<file path="src/hw/csr_pkg.sv">
package csr_pkg;

    // timer counter width
    localparam int TIMER_N = 20;
    // interrupt lines in ECFG/ESTAT, position 10 is reserved
    localparam int INT_N = 13;

    // request kind and subtypes
    localparam logic [3:0] KIND_PRIV   = 4'd3;
    localparam logic [4:0] SUB_ERTN    = 5'd6;
    localparam logic [4:0] SUB_CSRRD   = 5'd8;
    localparam logic [4:0] SUB_CSRWR   = 5'd9;
    localparam logic [4:0] SUB_CSRXCHG = 5'd10;

    // csr numbers
    localparam logic [13:0] CSR_CRMD   = 14'h000;
    localparam logic [13:0] CSR_PRMD   = 14'h001;
    localparam logic [13:0] CSR_EUEN   = 14'h002;
    localparam logic [13:0] CSR_ECFG   = 14'h004;
    localparam logic [13:0] CSR_ESTAT  = 14'h005;
    localparam logic [13:0] CSR_ERA    = 14'h006;
    localparam logic [13:0] CSR_BADV   = 14'h007;
    localparam logic [13:0] CSR_EENTRY = 14'h00c;
    localparam logic [13:0] CSR_SAVE0  = 14'h030;
    localparam logic [13:0] CSR_SAVE1  = 14'h031;
    localparam logic [13:0] CSR_SAVE2  = 14'h032;
    localparam logic [13:0] CSR_SAVE3  = 14'h033;
    localparam logic [13:0] CSR_TID    = 14'h040;
    localparam logic [13:0] CSR_TCFG   = 14'h041;
    localparam logic [13:0] CSR_TVAL   = 14'h042;
    localparam logic [13:0] CSR_TICLR  = 14'h044;

    localparam logic [5:0] ECODE_INT = 6'h00;
    localparam logic [5:0] ECODE_ADE = 6'h08;
    localparam logic [8:0] ESUB_ADEF = 9'h000;

    // argument word, csr number or exception report
    typedef union packed {
        struct packed {
            logic [1:0]  pad;
            logic [13:0] num;
        } csr;
        struct packed {
            logic       valid;
            logic [8:0] esubcode;
            logic [5:0] ecode;
        } excp;
    } csr_arg_u;

    typedef struct packed {
        logic [3:0]  kind;
        logic [4:0]  subtype;
        csr_arg_u    arg;
        logic [31:0] din;
        logic [31:0] mask;
        logic [31:0] pc;
    } csr_req_t;

    typedef struct packed {
        csr_arg_u    arg;
        logic [31:0] pc;
        logic [31:0] evaddr;
    } late_excp_t;

    typedef struct packed {
        logic        take_trap;
        logic        do_ertn;
        logic        do_write;
        logic [31:0] era;
        logic [5:0]  ecode;
        logic [8:0]  esubcode;
        logic [31:0] badv;
    } trap_cmd_t;

endpackage

</file>
<file path="src/hw/csr_trap_ctrl.sv">
`timescale 1ns/1ps

module csr_trap_ctrl (
    input  csr_pkg::csr_req_t   req,
    input  logic [31:0]         evaddr,
    input  csr_pkg::late_excp_t late,
    input  logic                stall_in,
    input  logic                flush_in,
    input  logic                int_req,
    input  logic [31:0]         era,
    input  logic [25:0]         eentry,
    output logic                flush,
    output logic [31:0]         next_pc,
    output csr_pkg::trap_cmd_t  cmd
);
    import csr_pkg::*;

    logic is_priv;
    logic late_valid;
    logic accept;

    assign is_priv    = req.kind == KIND_PRIV;
    assign late_valid = late.arg.excp.valid;
    assign accept     = !stall_in && !flush_in && (is_priv || late_valid);

    always_comb
    begin
        cmd = '0;
        // interrupt wins even under stall
        if (int_req)
        begin
            cmd.take_trap = 1'b1;
            cmd.era       = req.pc;
            cmd.ecode     = ECODE_INT;
            cmd.esubcode  = '0;
            cmd.badv      = evaddr;
        end
        else if (accept && late_valid)
        begin
            cmd.take_trap = 1'b1;
            cmd.era       = late.pc;
            cmd.ecode     = late.arg.excp.ecode;
            cmd.esubcode  = late.arg.excp.esubcode;
            cmd.badv      = late.evaddr;
            // fetch fault reports the pc as bad address
            if (late.arg.excp.ecode == ECODE_ADE && late.arg.excp.esubcode == ESUB_ADEF)
            begin
                cmd.badv = late.pc;
            end
        end
        else if (accept && is_priv)
        begin
            case (req.subtype)
                SUB_ERTN:
                    cmd.do_ertn = 1'b1;
                SUB_CSRRD, SUB_CSRWR, SUB_CSRXCHG:
                    cmd.do_write = req.subtype != SUB_CSRRD;
                default:
                    cmd.do_write = 1'b0;
            endcase
        end

        if (cmd.take_trap)
        begin
            next_pc = {eentry, 6'b0};
        end
        else if (cmd.do_ertn)
        begin
            next_pc = era;
        end
        else
        begin
            next_pc = req.pc + 32'd4;
        end
        flush = cmd.take_trap || cmd.do_ertn || cmd.do_write;
    end

endmodule

</file>
<file path="src/hw/csr_regfile.sv">
`timescale 1ns/1ps

module csr_regfile (
    input  logic                        clk,
    input  logic                        rstn,
    input  csr_pkg::csr_req_t           req,
    input  csr_pkg::trap_cmd_t          cmd,
    input  logic [8:0]                  hw_int,
    input  logic [csr_pkg::TIMER_N-1:0] tcfg,
    input  logic [csr_pkg::TIMER_N-1:0] tval,
    input  logic                        ti,
    output logic [31:0]                 dout,
    output logic [31:0]                 era,
    output logic [25:0]                 eentry,
    output logic [8:0]                  crmd,
    output logic                        int_req,
    output logic                        tcfg_we,
    output logic                        ti_clr,
    output logic [31:0]                 wdata
);
    import csr_pkg::*;

    logic [2:0]       prmd;
    logic             euen;
    logic [INT_N-1:0] ecfg;
    logic [1:0]       estat_is;
    logic [5:0]       estat_ecode;
    logic [8:0]       estat_esub;
    logic [31:0]      badv;
    logic [3:0][31:0] save;
    logic [31:0]      tid;
    logic [13:0]      num;
    logic [31:0]      mask;
    logic [INT_N-1:0] pending;

    assign num = req.arg.csr.num;

    // ipi, timer, reserved, hw lines, software bits
    assign pending = {hw_int[8], ti, 1'b0, hw_int[7:0], estat_is};
    assign int_req = crmd[2] && |(pending & ecfg);

    always_comb
    begin
        case (num)
            CSR_CRMD:   dout = {23'b0, crmd};
            CSR_PRMD:   dout = {29'b0, prmd};
            CSR_EUEN:   dout = {31'b0, euen};
            CSR_ECFG:   dout = 32'(ecfg);
            CSR_ESTAT:  dout = {1'b0, estat_esub, estat_ecode, 3'b0, pending};
            CSR_ERA:    dout = era;
            CSR_BADV:   dout = badv;
            CSR_EENTRY: dout = {eentry, 6'b0};
            CSR_SAVE0:  dout = save[0];
            CSR_SAVE1:  dout = save[1];
            CSR_SAVE2:  dout = save[2];
            CSR_SAVE3:  dout = save[3];
            CSR_TID:    dout = tid;
            CSR_TCFG:   dout = 32'(tcfg);
            CSR_TVAL:   dout = 32'(tval);
            default:    dout = '0;
        endcase
    end

    // csrwr behaves as an exchange with all mask bits set
    assign mask  = (req.subtype == SUB_CSRXCHG) ? req.mask : '1;
    assign wdata = (dout & ~mask) | (req.din & mask);

    assign tcfg_we = cmd.do_write && num == CSR_TCFG;
    assign ti_clr  = cmd.do_write && num == CSR_TICLR && wdata[0];

    always_ff @(posedge clk)
    begin
        if (!rstn)
        begin
            crmd        <= 9'h008;
            prmd        <= '0;
            euen        <= 1'b0;
            ecfg        <= '0;
            estat_is    <= '0;
            estat_ecode <= '0;
            estat_esub  <= '0;
            era         <= '0;
            badv        <= '0;
            eentry      <= '0;
            save        <= '0;
            tid         <= '0;
        end
        else if (cmd.take_trap)
        begin
            prmd        <= crmd[2:0];
            crmd[2:0]   <= 3'b0;
            era         <= cmd.era;
            estat_ecode <= cmd.ecode;
            estat_esub  <= cmd.esubcode;
            badv        <= cmd.badv;
        end
        else if (cmd.do_ertn)
        begin
            // pg on, da off
            crmd[4:0] <= {2'b10, prmd};
        end
        else if (cmd.do_write)
        begin
            case (num)
                CSR_CRMD:
                begin
                    crmd[2:0] <= wdata[2:0];
                    crmd[8:5] <= wdata[8:5];
                    if (wdata[4] ^ wdata[3])
                    begin
                        crmd[4:3] <= wdata[4:3];
                    end
                end
                CSR_PRMD:   prmd <= wdata[2:0];
                CSR_EUEN:   euen <= wdata[0];
                CSR_ECFG:   ecfg <= {wdata[INT_N-1:11], 1'b0, wdata[9:0]};
                CSR_ESTAT:  estat_is <= wdata[1:0];
                CSR_ERA:    era <= wdata;
                CSR_BADV:   badv <= wdata;
                CSR_EENTRY: eentry <= wdata[31:6];
                CSR_SAVE0:  save[0] <= wdata;
                CSR_SAVE1:  save[1] <= wdata;
                CSR_SAVE2:  save[2] <= wdata;
                CSR_SAVE3:  save[3] <= wdata;
                CSR_TID:    tid <= wdata;
                // tcfg and ticlr land in the timer
                default:    tid <= tid;
            endcase
        end
    end

    assert property (@(posedge clk) disable iff (!rstn) !(cmd.do_write && cmd.take_trap))
        else $error("csr write in a trap cycle");

endmodule

</file>
<file path="src/hw/csr_timer.sv">
`timescale 1ns/1ps

module csr_timer (
    input  logic                        clk,
    input  logic                        rstn,
    input  logic                        tcfg_we,
    input  logic [31:0]                 wdata,
    input  logic                        ti_clr,
    output logic [csr_pkg::TIMER_N-1:0] tcfg,
    output logic [csr_pkg::TIMER_N-1:0] tval,
    output logic                        ti
);
    import csr_pkg::*;

    logic en;
    logic periodic;

    assign en       = tcfg[0];
    assign periodic = tcfg[1];

    always_ff @(posedge clk)
    begin
        if (!rstn)
        begin
            tcfg <= '0;
            tval <= '0;
            ti   <= 1'b0;
        end
        else
        begin
            // a config write restarts the count
            if (tcfg_we)
            begin
                tcfg <= wdata[TIMER_N-1:0];
                tval <= {wdata[TIMER_N-1:2], 2'b00};
            end
            else if (en && tval != '0)
            begin
                tval <= tval - 1'b1;
            end
            else if (en && periodic)
            begin
                tval <= {tcfg[TIMER_N-1:2], 2'b00};
            end

            if (ti_clr)
            begin
                ti <= 1'b0;
            end
            else if (en && tval == TIMER_N'(1))
            begin
                ti <= 1'b1;
            end
        end
    end

    assert property (@(posedge clk) disable iff (!rstn)
        (en && !tcfg_we && !(periodic && tval == '0)) |=> tval <= $past(tval))
        else $error("tval rose without reload or write");

endmodule

</file>
<file path="src/hw/csr_top.sv">
`timescale 1ns/1ps

module csr_top (
    input  logic                clk,
    input  logic                rstn,
    input  logic                stall_in,
    input  logic                flush_in,
    input  csr_pkg::csr_req_t   req,
    input  logic [31:0]         evaddr,
    input  csr_pkg::late_excp_t late,
    input  logic [8:0]          hw_int,
    output logic                flush,
    output logic [31:0]         next_pc,
    output logic [31:0]         dout,
    output logic [8:0]          crmd
);
    import csr_pkg::*;

    trap_cmd_t          cmd;
    logic [31:0]        era;
    logic [25:0]        eentry;
    logic               int_req;
    logic               tcfg_we;
    logic               ti_clr;
    logic [31:0]        wdata;
    logic [TIMER_N-1:0] tcfg;
    logic [TIMER_N-1:0] tval;
    logic               ti;

    csr_trap_ctrl trap_i (
        .req      (req),
        .evaddr   (evaddr),
        .late     (late),
        .stall_in (stall_in),
        .flush_in (flush_in),
        .int_req  (int_req),
        .era      (era),
        .eentry   (eentry),
        .flush    (flush),
        .next_pc  (next_pc),
        .cmd      (cmd)
    );

    csr_regfile regs_i (
        .clk     (clk),
        .rstn    (rstn),
        .req     (req),
        .cmd     (cmd),
        .hw_int  (hw_int),
        .tcfg    (tcfg),
        .tval    (tval),
        .ti      (ti),
        .dout    (dout),
        .era     (era),
        .eentry  (eentry),
        .crmd    (crmd),
        .int_req (int_req),
        .tcfg_we (tcfg_we),
        .ti_clr  (ti_clr),
        .wdata   (wdata)
    );

    csr_timer timer_i (
        .clk     (clk),
        .rstn    (rstn),
        .tcfg_we (tcfg_we),
        .wdata   (wdata),
        .ti_clr  (ti_clr),
        .tcfg    (tcfg),
        .tval    (tval),
        .ti      (ti)
    );

endmodule

</file>
<file path="config.mk">
export PLATFORM = sky130hd
export DESIGN_NAME = csr_top
export DESIGN_NICKNAME = d
export VERILOG_FILES = /design/src/hw/csr_pkg.sv /design/src/hw/csr_trap_ctrl.sv /design/src/hw/csr_regfile.sv /design/src/hw/csr_timer.sv /design/src/hw/csr_top.sv
export SDC_FILE = /design/constraint.sdc
export NUM_CORES = 1
export LEC_CHECK = 0
export BUFFER_PORTS_ARGS = -buffer_cell sky130_fd_sc_hd__buf_2
export CORE_MARGIN = 3
export CORE_UTILIZATION = 35
export DETAILED_ROUTE_END_ITERATION = 10
export PLACE_DENSITY = 0.59
export SLEW_MARGIN = 40
export SYNTH_ARGS = -nofsm -noshare
export SYNTH_HDL_FRONTEND = slang
export SYNTH_SLANG_ARGS = --single-unit
export TNS_END_PERCENT = 50
</file>
<file path="constraint.sdc">
create_clock -name clk -period 5.35 [get_ports clk]
set_input_delay 1.3375 -clock clk [delete_from_list [all_inputs] [get_ports clk]]
set_output_delay 1.3375 -clock clk [all_outputs]
set_load 0.02 [all_outputs]
</file>
==> results of run 1 <==
==> cells by family (layout without fill, tap and decap cells) <==
logic type	Yosys count	after routing
buf+inv	222	525
simple gates	792	792
mux	116	116
fa+ha+maj	4	4
flops	333	333
xor+xnor	33	33
other cells	0	1
compound gates	768	768
==> worst min-delay path, cell delays in order (launching register included) <==
cell     delay (ps)
dfxtp_1         310
nand2_1          50
a21oi_1          50
==> metal layers <==
metal  wire length [um]  vias to the layer above  global-route usage (%)  part of all wire (%)
li1                   -                     9094                       -                     -
met1              36170                     9966                   40.14                    41
met2              39830                     1185                   47.87                    45
met3               8064                      192                   5.179                   9.2
met4               3757                        4                   12.13                   4.3
met5                 32                        -                       0                 0.036
==> state kept, by name, summed over array words and instances (netlist names), 2 cells and up <==
register	flops
regs_i.badv	32
regs_i.crmd	9
regs_i.ecfg	12
regs_i.eentry	26
regs_i.era	32
regs_i.estat_ecode	6
regs_i.estat_esub	9
regs_i.estat_is	2
regs_i.prmd	3
regs_i.save	128
regs_i.tid	32
timer_i.tcfg	20
timer_i.tval	20
==> area by class of cell <==
cell class | instances | area, sq um | share of cell area [%]
repair buffers | 438 | 2569 | 11.39
flip-flops and latches | 333 | 6666 | 29.57
inverters | 15 | 56.30 | 0.2497
well taps | 680 | 850.8 | 3.773
clock inverters | 13 | 171.4 | 0.7602
clock buffers | 59 | 1204 | 5.338
multi-input cells | 1713 | 11030 | 48.91
diodes | 1 | 2.502 | 0.01110
==> worst paths after layout <==
check	cells after the start	endpoint	slack, ps	startpoint
worst max-delay path	6	dout[0]	120	req[101]
worst min-delay path	2	regs_i.tid[9]	460	regs_i.tid[9]
worst max register to register	8	regs_i.ecfg[7]	1850	regs_i.ecfg[1]
worst min register to register	2	regs_i.tid[9]	460	regs_i.tid[9]
==> where the power goes <==
group / switching, uW / internal, uW
clock: 1130 / 1750
combinational: 368 / 196
sequential: 10.2 / 2490
total: 1500 / 4440
==> cells in the final DEF (no fill, tap or decap), types with 16 or more instances in the layout <==
master / count
nand4_1: 19
buf_2: 314
o221a_2: 36
nor2_1: 169
o22ai_1: 72
clkbuf_16: 41
dfxtp_1: 333
nor3_1: 34
buf_4: 118
and3_1: 29
nand3_1: 132
mux2_2: 32
nand2_1: 256
xnor2_1: 18
o211ai_1: 43
a21oi_1: 123
a22oi_1: 50
a22o_1: 23
mux2i_1: 69
o21ai_0: 187
or3_1: 16
a211oi_1: 45
==> metrics by stage <==
stage               total power (uW)  hold slack (ps)  cells  cell area (sq um)  util, %
floorplan                       2811            431.3   2268              18540        -
global placement                3097            437.3   3179              21150    40.80
detailed placement              3103            452.6   3179              21170    40.85
CTS                             5936            459.4   3251              22540    43.50
global route                    6085            477.0   3251              22550    43.51
finish                          5941            459.6   3252              22550    43.51
==> impl_metrics.py, run 1 <==
metrics = {
    "status": {
        "outcome": "finished clean",
    },
    "route": {
        "dr.pass1.iters": 6,
        "vias": 20440,
        "post-route-drc-count": 0,
        "routed_wl_mm": 87.86,
        "drt_iter0_drc": 2425,
        "antenna_left": 0,
        "wl_per_cell_um": 27.02,
        "via_per_inst": 6.286,
    },
    "worst_setup_path": {
        "cp_slowest_cell": "or4_1",
        "critical_path_class": "in -> out",
        "cp-end-kind": "primary output",
        "worstSetupStartpointType": "input pin",
        "critPathMostFrequentCell": "buf_2",
        "worstPathRequired_ps": 4010,
        "path_cells": "buf_2 > or4_1 > nor4_1 > a32o_1 > or2_2 > buf_2",
        "slowest_delay_ps": 800,
        "path_delay_family": "simple AND/OR/NAND/NOR gates",
        "cp.arrival_ps": 3890,
        "path_buf_inv": 2,
        "worstPathMaxFanout": 13,
    },
    "sta": {
        "hold_viol_final": 0,
        "timing.fmax_ghz": 0.1911,
        "tightest_slew_ps": 924.3,
        "period_share_pct": 97.80,
        "fin_worst_skew_ps": 21.63,
        "fin_setup_tns_ps": 0,
        "maxSlewHeadroom_pct": 38.23,
        "period_minus_slack_ps": 5232,
        "report.final.slew_viol_count": 0,
        "rsz0062_at_grt": "no",
        "finalSetupViolCount": 0,
        "setup_ws_ps": 117.5,
    },
    "synth": {
        "ys.flop_type": "dfxtp_1",
        "yosys_warnings": 0,
        "synthDistinctLibCells": 98,
        "synth_top_area_share_pct": 35.96,
        "synth_mux_area_share_pct": 7.444,
        "yosysMostFrequentCell": "dfxtp_1",
        "synthArstFlopShare_pct": 0,
        "synth_common_cells": "dfxtp_1 (333), nand2_1 (258), o21ai_0 (188)",
        "synth.ff_latch_count": 333,
        "synth_xor_area_share_pct": 1.559,
        "syn-instance-count": 2268,
        "ys_seq_area_share_pct": 35.96,
        "syn_area_sq_mm": 0.01854,
        "synth_top_cell_by_area": "dfxtp_1",
        "synth-compound-area-share_pct": 28.44,
        "synth_fa_ha_area_share_pct": 0.2700,
        "syn_nets": 2518,
        "synth_top_family_by_area": "compound AO/OA/AOI/OAI gates",
        "synth_edf_count": 0,
        "synthTopCellsByArea": "dfxtp_1 (36%), nand2_1 (5.2%), o21ai_0 (5.1%), mux2i_1 (3.7%), nand3_1 (3.6%)",
        "syn_avg_cell_area_sq_um": 8.174,
        "synth_simple_gate_area_share_pct": 21.21,
    },
    "layout": {
        "final_nets": 2791,
        "fillCellCount": 5211,
        "area.growth.synth_to_final_pct": 21.62,
        "drive_gt1_share_pct": 25.20,
    },
    "clocking": {
        "postCtsResizedCells": 0,
        "path_clk_slew_ps": 60,
        "post-cts-setup-buffer-count": 0,
        "cts_tree": "yes",
        "clkLatencyLatePin_ps": 560,
        "htreeDepth": 2,
        "cts-buffers-inserted": 40,
        "cts_root_buf": "clkbuf_16",
        "clock_sinks": 333,
        "cts.path.max_buffers": 3,
        "holdBufCountCts": 0,
    },
    "job": {
        "cap_violations": 0,
    },
    "grt": {
        "grt.overflow.total": 0,
        "grt_start_max_net_pins": 108,
        "grt_pass1_vias": 19420,
        "grt_pass1_wl_mm": 128.5,
        "grt_use_total_pct": 29.96,
        "antenna_found_initial": 2,
    },
    "placement": {
        "globalplace.congestion": 0.9910,
        "io_buffers": 317,
        "dpl.hpwl_mm": 66.10,
        "dp_slack_ps": 193.2,
    },
    "floorplanning": {
        "dieArea_sq_mm": 0.05577,
        "chipHeight_um": 236.2,
        "core.rowCount": 83,
        "ios": 320,
        "die_w_um": 236.2,
        "core_area_sq_mm": 0.05182,
        "start_util_pct": 35.78,
    },
    "power": {
        "leakage_uw": 0.008650,
        "p_per_area_mw_per_mm2": 263.5,
        "irDropWorstVdd_mv": 0.1530,
    },
    "hold_path": {
        "min_path_type": "reg -> reg",
    },
}
Note: power is estimated with default switching activity, not from simulation.
==> run 2: changes to the inputs <==
CORE_ASPECT_RATIO = 0.7   (was default)
RECOVER_POWER = 25   (was default)
==> run 2 against run 1 <==
  * The flow now finishes with violations (max-capacitance violations, max-slew violations)
  * Critical path type unchanged
  * Cell count decreased by 0.34%
  * Cell area shrank 1.4%
  * Sequential power about the same
  * Highest routed layer is now met4
  * Flip-flop and latch count unchanged
  * Worst setup slack better by 130 ps
==> impl_metrics.py, run 2 (synthesis gave the netlist of run 1 again) <==
metrics = {
    "sta": {
        "rsz0062_at_grt": "no",
        "maxSlewHeadroom_pct": -45.37,
        "period_share_pct": 95.34,
        "fin_setup_tns_ps": 0,
        "report.final.slew_viol_count": 34,
        "fin_worst_skew_ps": 21.36,
        "period_minus_slack_ps": 5101,
        "tightest_slew_ps": 2181,
        "setup_ws_ps": 249.1,
        "timing.fmax_ghz": 0.1960,
        "hold_viol_final": 0,
        "finalSetupViolCount": 0,
    },
    "floorplanning": {
        "chipHeight_um": 198.6,
        "ios": 320,
        "dieArea_sq_mm": 0.05581,
        "start_util_pct": 35.97,
        "core_area_sq_mm": 0.05154,
        "core.rowCount": 69,
        "die_w_um": 281.1,
    },
    "route": {
        "drt_iter0_drc": 2630,
        "antenna_left": 0,
        "vias": 20780,
        "dr.pass1.iters": 5,
        "via_per_inst": 6.411,
        "wl_per_cell_um": 27.50,
        "routed_wl_mm": 89.13,
        "post-route-drc-count": 0,
    },
    "power": {
        "irDropWorstVdd_mv": 0.1823,
        "leakage_uw": 0.008461,
        "p_per_area_mw_per_mm2": 247.3,
        "total_power_uw": 5501,
    },
    "worst_setup_path": {
        "critical_path_class": "in -> out",
        "cp.arrival_ps": 3760,
        "r2r_cells": 8,
        "r2r-start": "regs_i.ecfg[6]",
        "worstSetupStartpointType": "input pin",
        "worstPathMaxFanout": 5,
        "worstPathRequired_ps": 4010,
        "reg2reg_to": "regs_i.ecfg[2]",
        "r2r_slack_ps": 1650,
        "cp-end-kind": "primary output",
    },
    "grt": {
        "grt_pass1_wl_mm": 127.8,
        "grt_use_total_pct": 30.53,
        "antenna_found_initial": 0,
        "grt_pass1_vias": 19230,
        "grt.overflow.total": 0,
        "grt_start_max_net_pins": 115,
    },
    "job": {
        "cap_violations": 2,
    },
    "clocking": {
        "holdBufCountCts": 0,
        "cts_tree": "yes",
        "post-cts-setup-buffer-count": 0,
        "cts_root_buf": "clkbuf_16",
        "cts-buffers-inserted": 36,
        "path_clk_slew_ps": 60,
        "clock_sinks": 333,
        "cts.path.max_buffers": 3,
        "clkLatencyLatePin_ps": 540,
        "htreeDepth": 2,
        "postCtsResizedCells": 0,
    },
    "layout": {
        "largest_reg_flops": 128,
        "drive_gt1_share_pct": 23.69,
        "utilization_pct": 43.15,
        "area.growth.synth_to_final_pct": 19.97,
        "final_area_sq_mm": 0.02224,
        "final_cell_mix": "dfxtp_1 (333), buf_2 (304), nand2_1 (257), o21ai_0 (192), nor2_1 (169)",
        "fillCellCount": 5197,
        "final_common_cell": "dfxtp_1",
        "diodes": 0,
        "final_nets": 2797,
        "top_register": "regs_i.save",
    },
    "placement": {
        "dp_slack_ps": 345.4,
        "globalplace.congestion": 0.9561,
        "dpl.hpwl_mm": 67.25,
        "io_buffers": 317,
        "dpl-instance-area_sq_mm": 0.02123,
    },
    "hold_path": {
        "whs_path_depth": 2,
        "min_path_type": "reg -> reg",
        "hold_start": "regs_i.save[120]",
        "min_to": "regs_i.save[120]",
    },
    "status": {
        "violations": "max-capacitance violations, max-slew violations",
        "outcome": "complete, but fails checks",
    },
}
## run 2: changes by cell type in the layout (fill, tap and decap cells not counted), moves of 4 or more
cell	before	now
clkbuf_1	7	34
buf_4	118	107
buf_2	314	304
o21ai_1	14	8
o21ai_0	187	192
bufinv_16	4	0
clkbuf_16	41	37
## run 2: layout make-up
cell class                      count  area, sq um  share of cell area (%)
Sequential cell                   333         6666                   29.97
Clock inverter                      7        46.29                  0.2081
Tap cell                          674        843.3                   3.792
Inverter                           15        56.30                  0.2532
Clock buffer                       51         1059                   4.759
Multi-Input combinational cell   1713        10960                   49.29
Timing Repair Buffer              448         2609                   11.73
## run 2: metrics by stage
stage | hold WS [ps] | instances
detailed placement | 453.0 | 3182
global placement | 438.5 | 3182
finish | 465.4 | 3241
CTS | 462.0 | 3240
global route | 480.4 | 3241
floorplan | 431.3 | 2268
## run 2: critical path: stages
cell and delay [ps]:
buf_2 120, ha_1 180, nand2_1 110, nor4_1 390, and4_1 550, and4_1 350
nand2_1 90, xnor2_1 130, a221o_1 320, buf_2 160
## run 2: power breakdown
group	switching (uW)	internal (uW)	total, uW
sequential	10.6	2490	2500
combinational	366	191	558
clock	1070	1370	2440
total	1450	4050	5500
## run 2: how the worst max path moves through the flow
stage                   from          end  slack [ps]
finish                req[3]  next_pc[24]         250
global route          req[3]  next_pc[22]         120
CTS                   req[2]  next_pc[24]         330
detailed placement    req[2]  next_pc[24]         350
global placement      req[3]  next_pc[24]         340
floorplan           flush_in  next_pc[17]         620
## run 2: layer usage
layer  share of wire [%]  up-vias  GRT usage [%]
li1                    -     9110              -
met1                  44    10190          44.99
met2                  42     1312          44.68
met3                  12      163          7.169
met4                 2.6        0          7.384
met5                   0        -              0
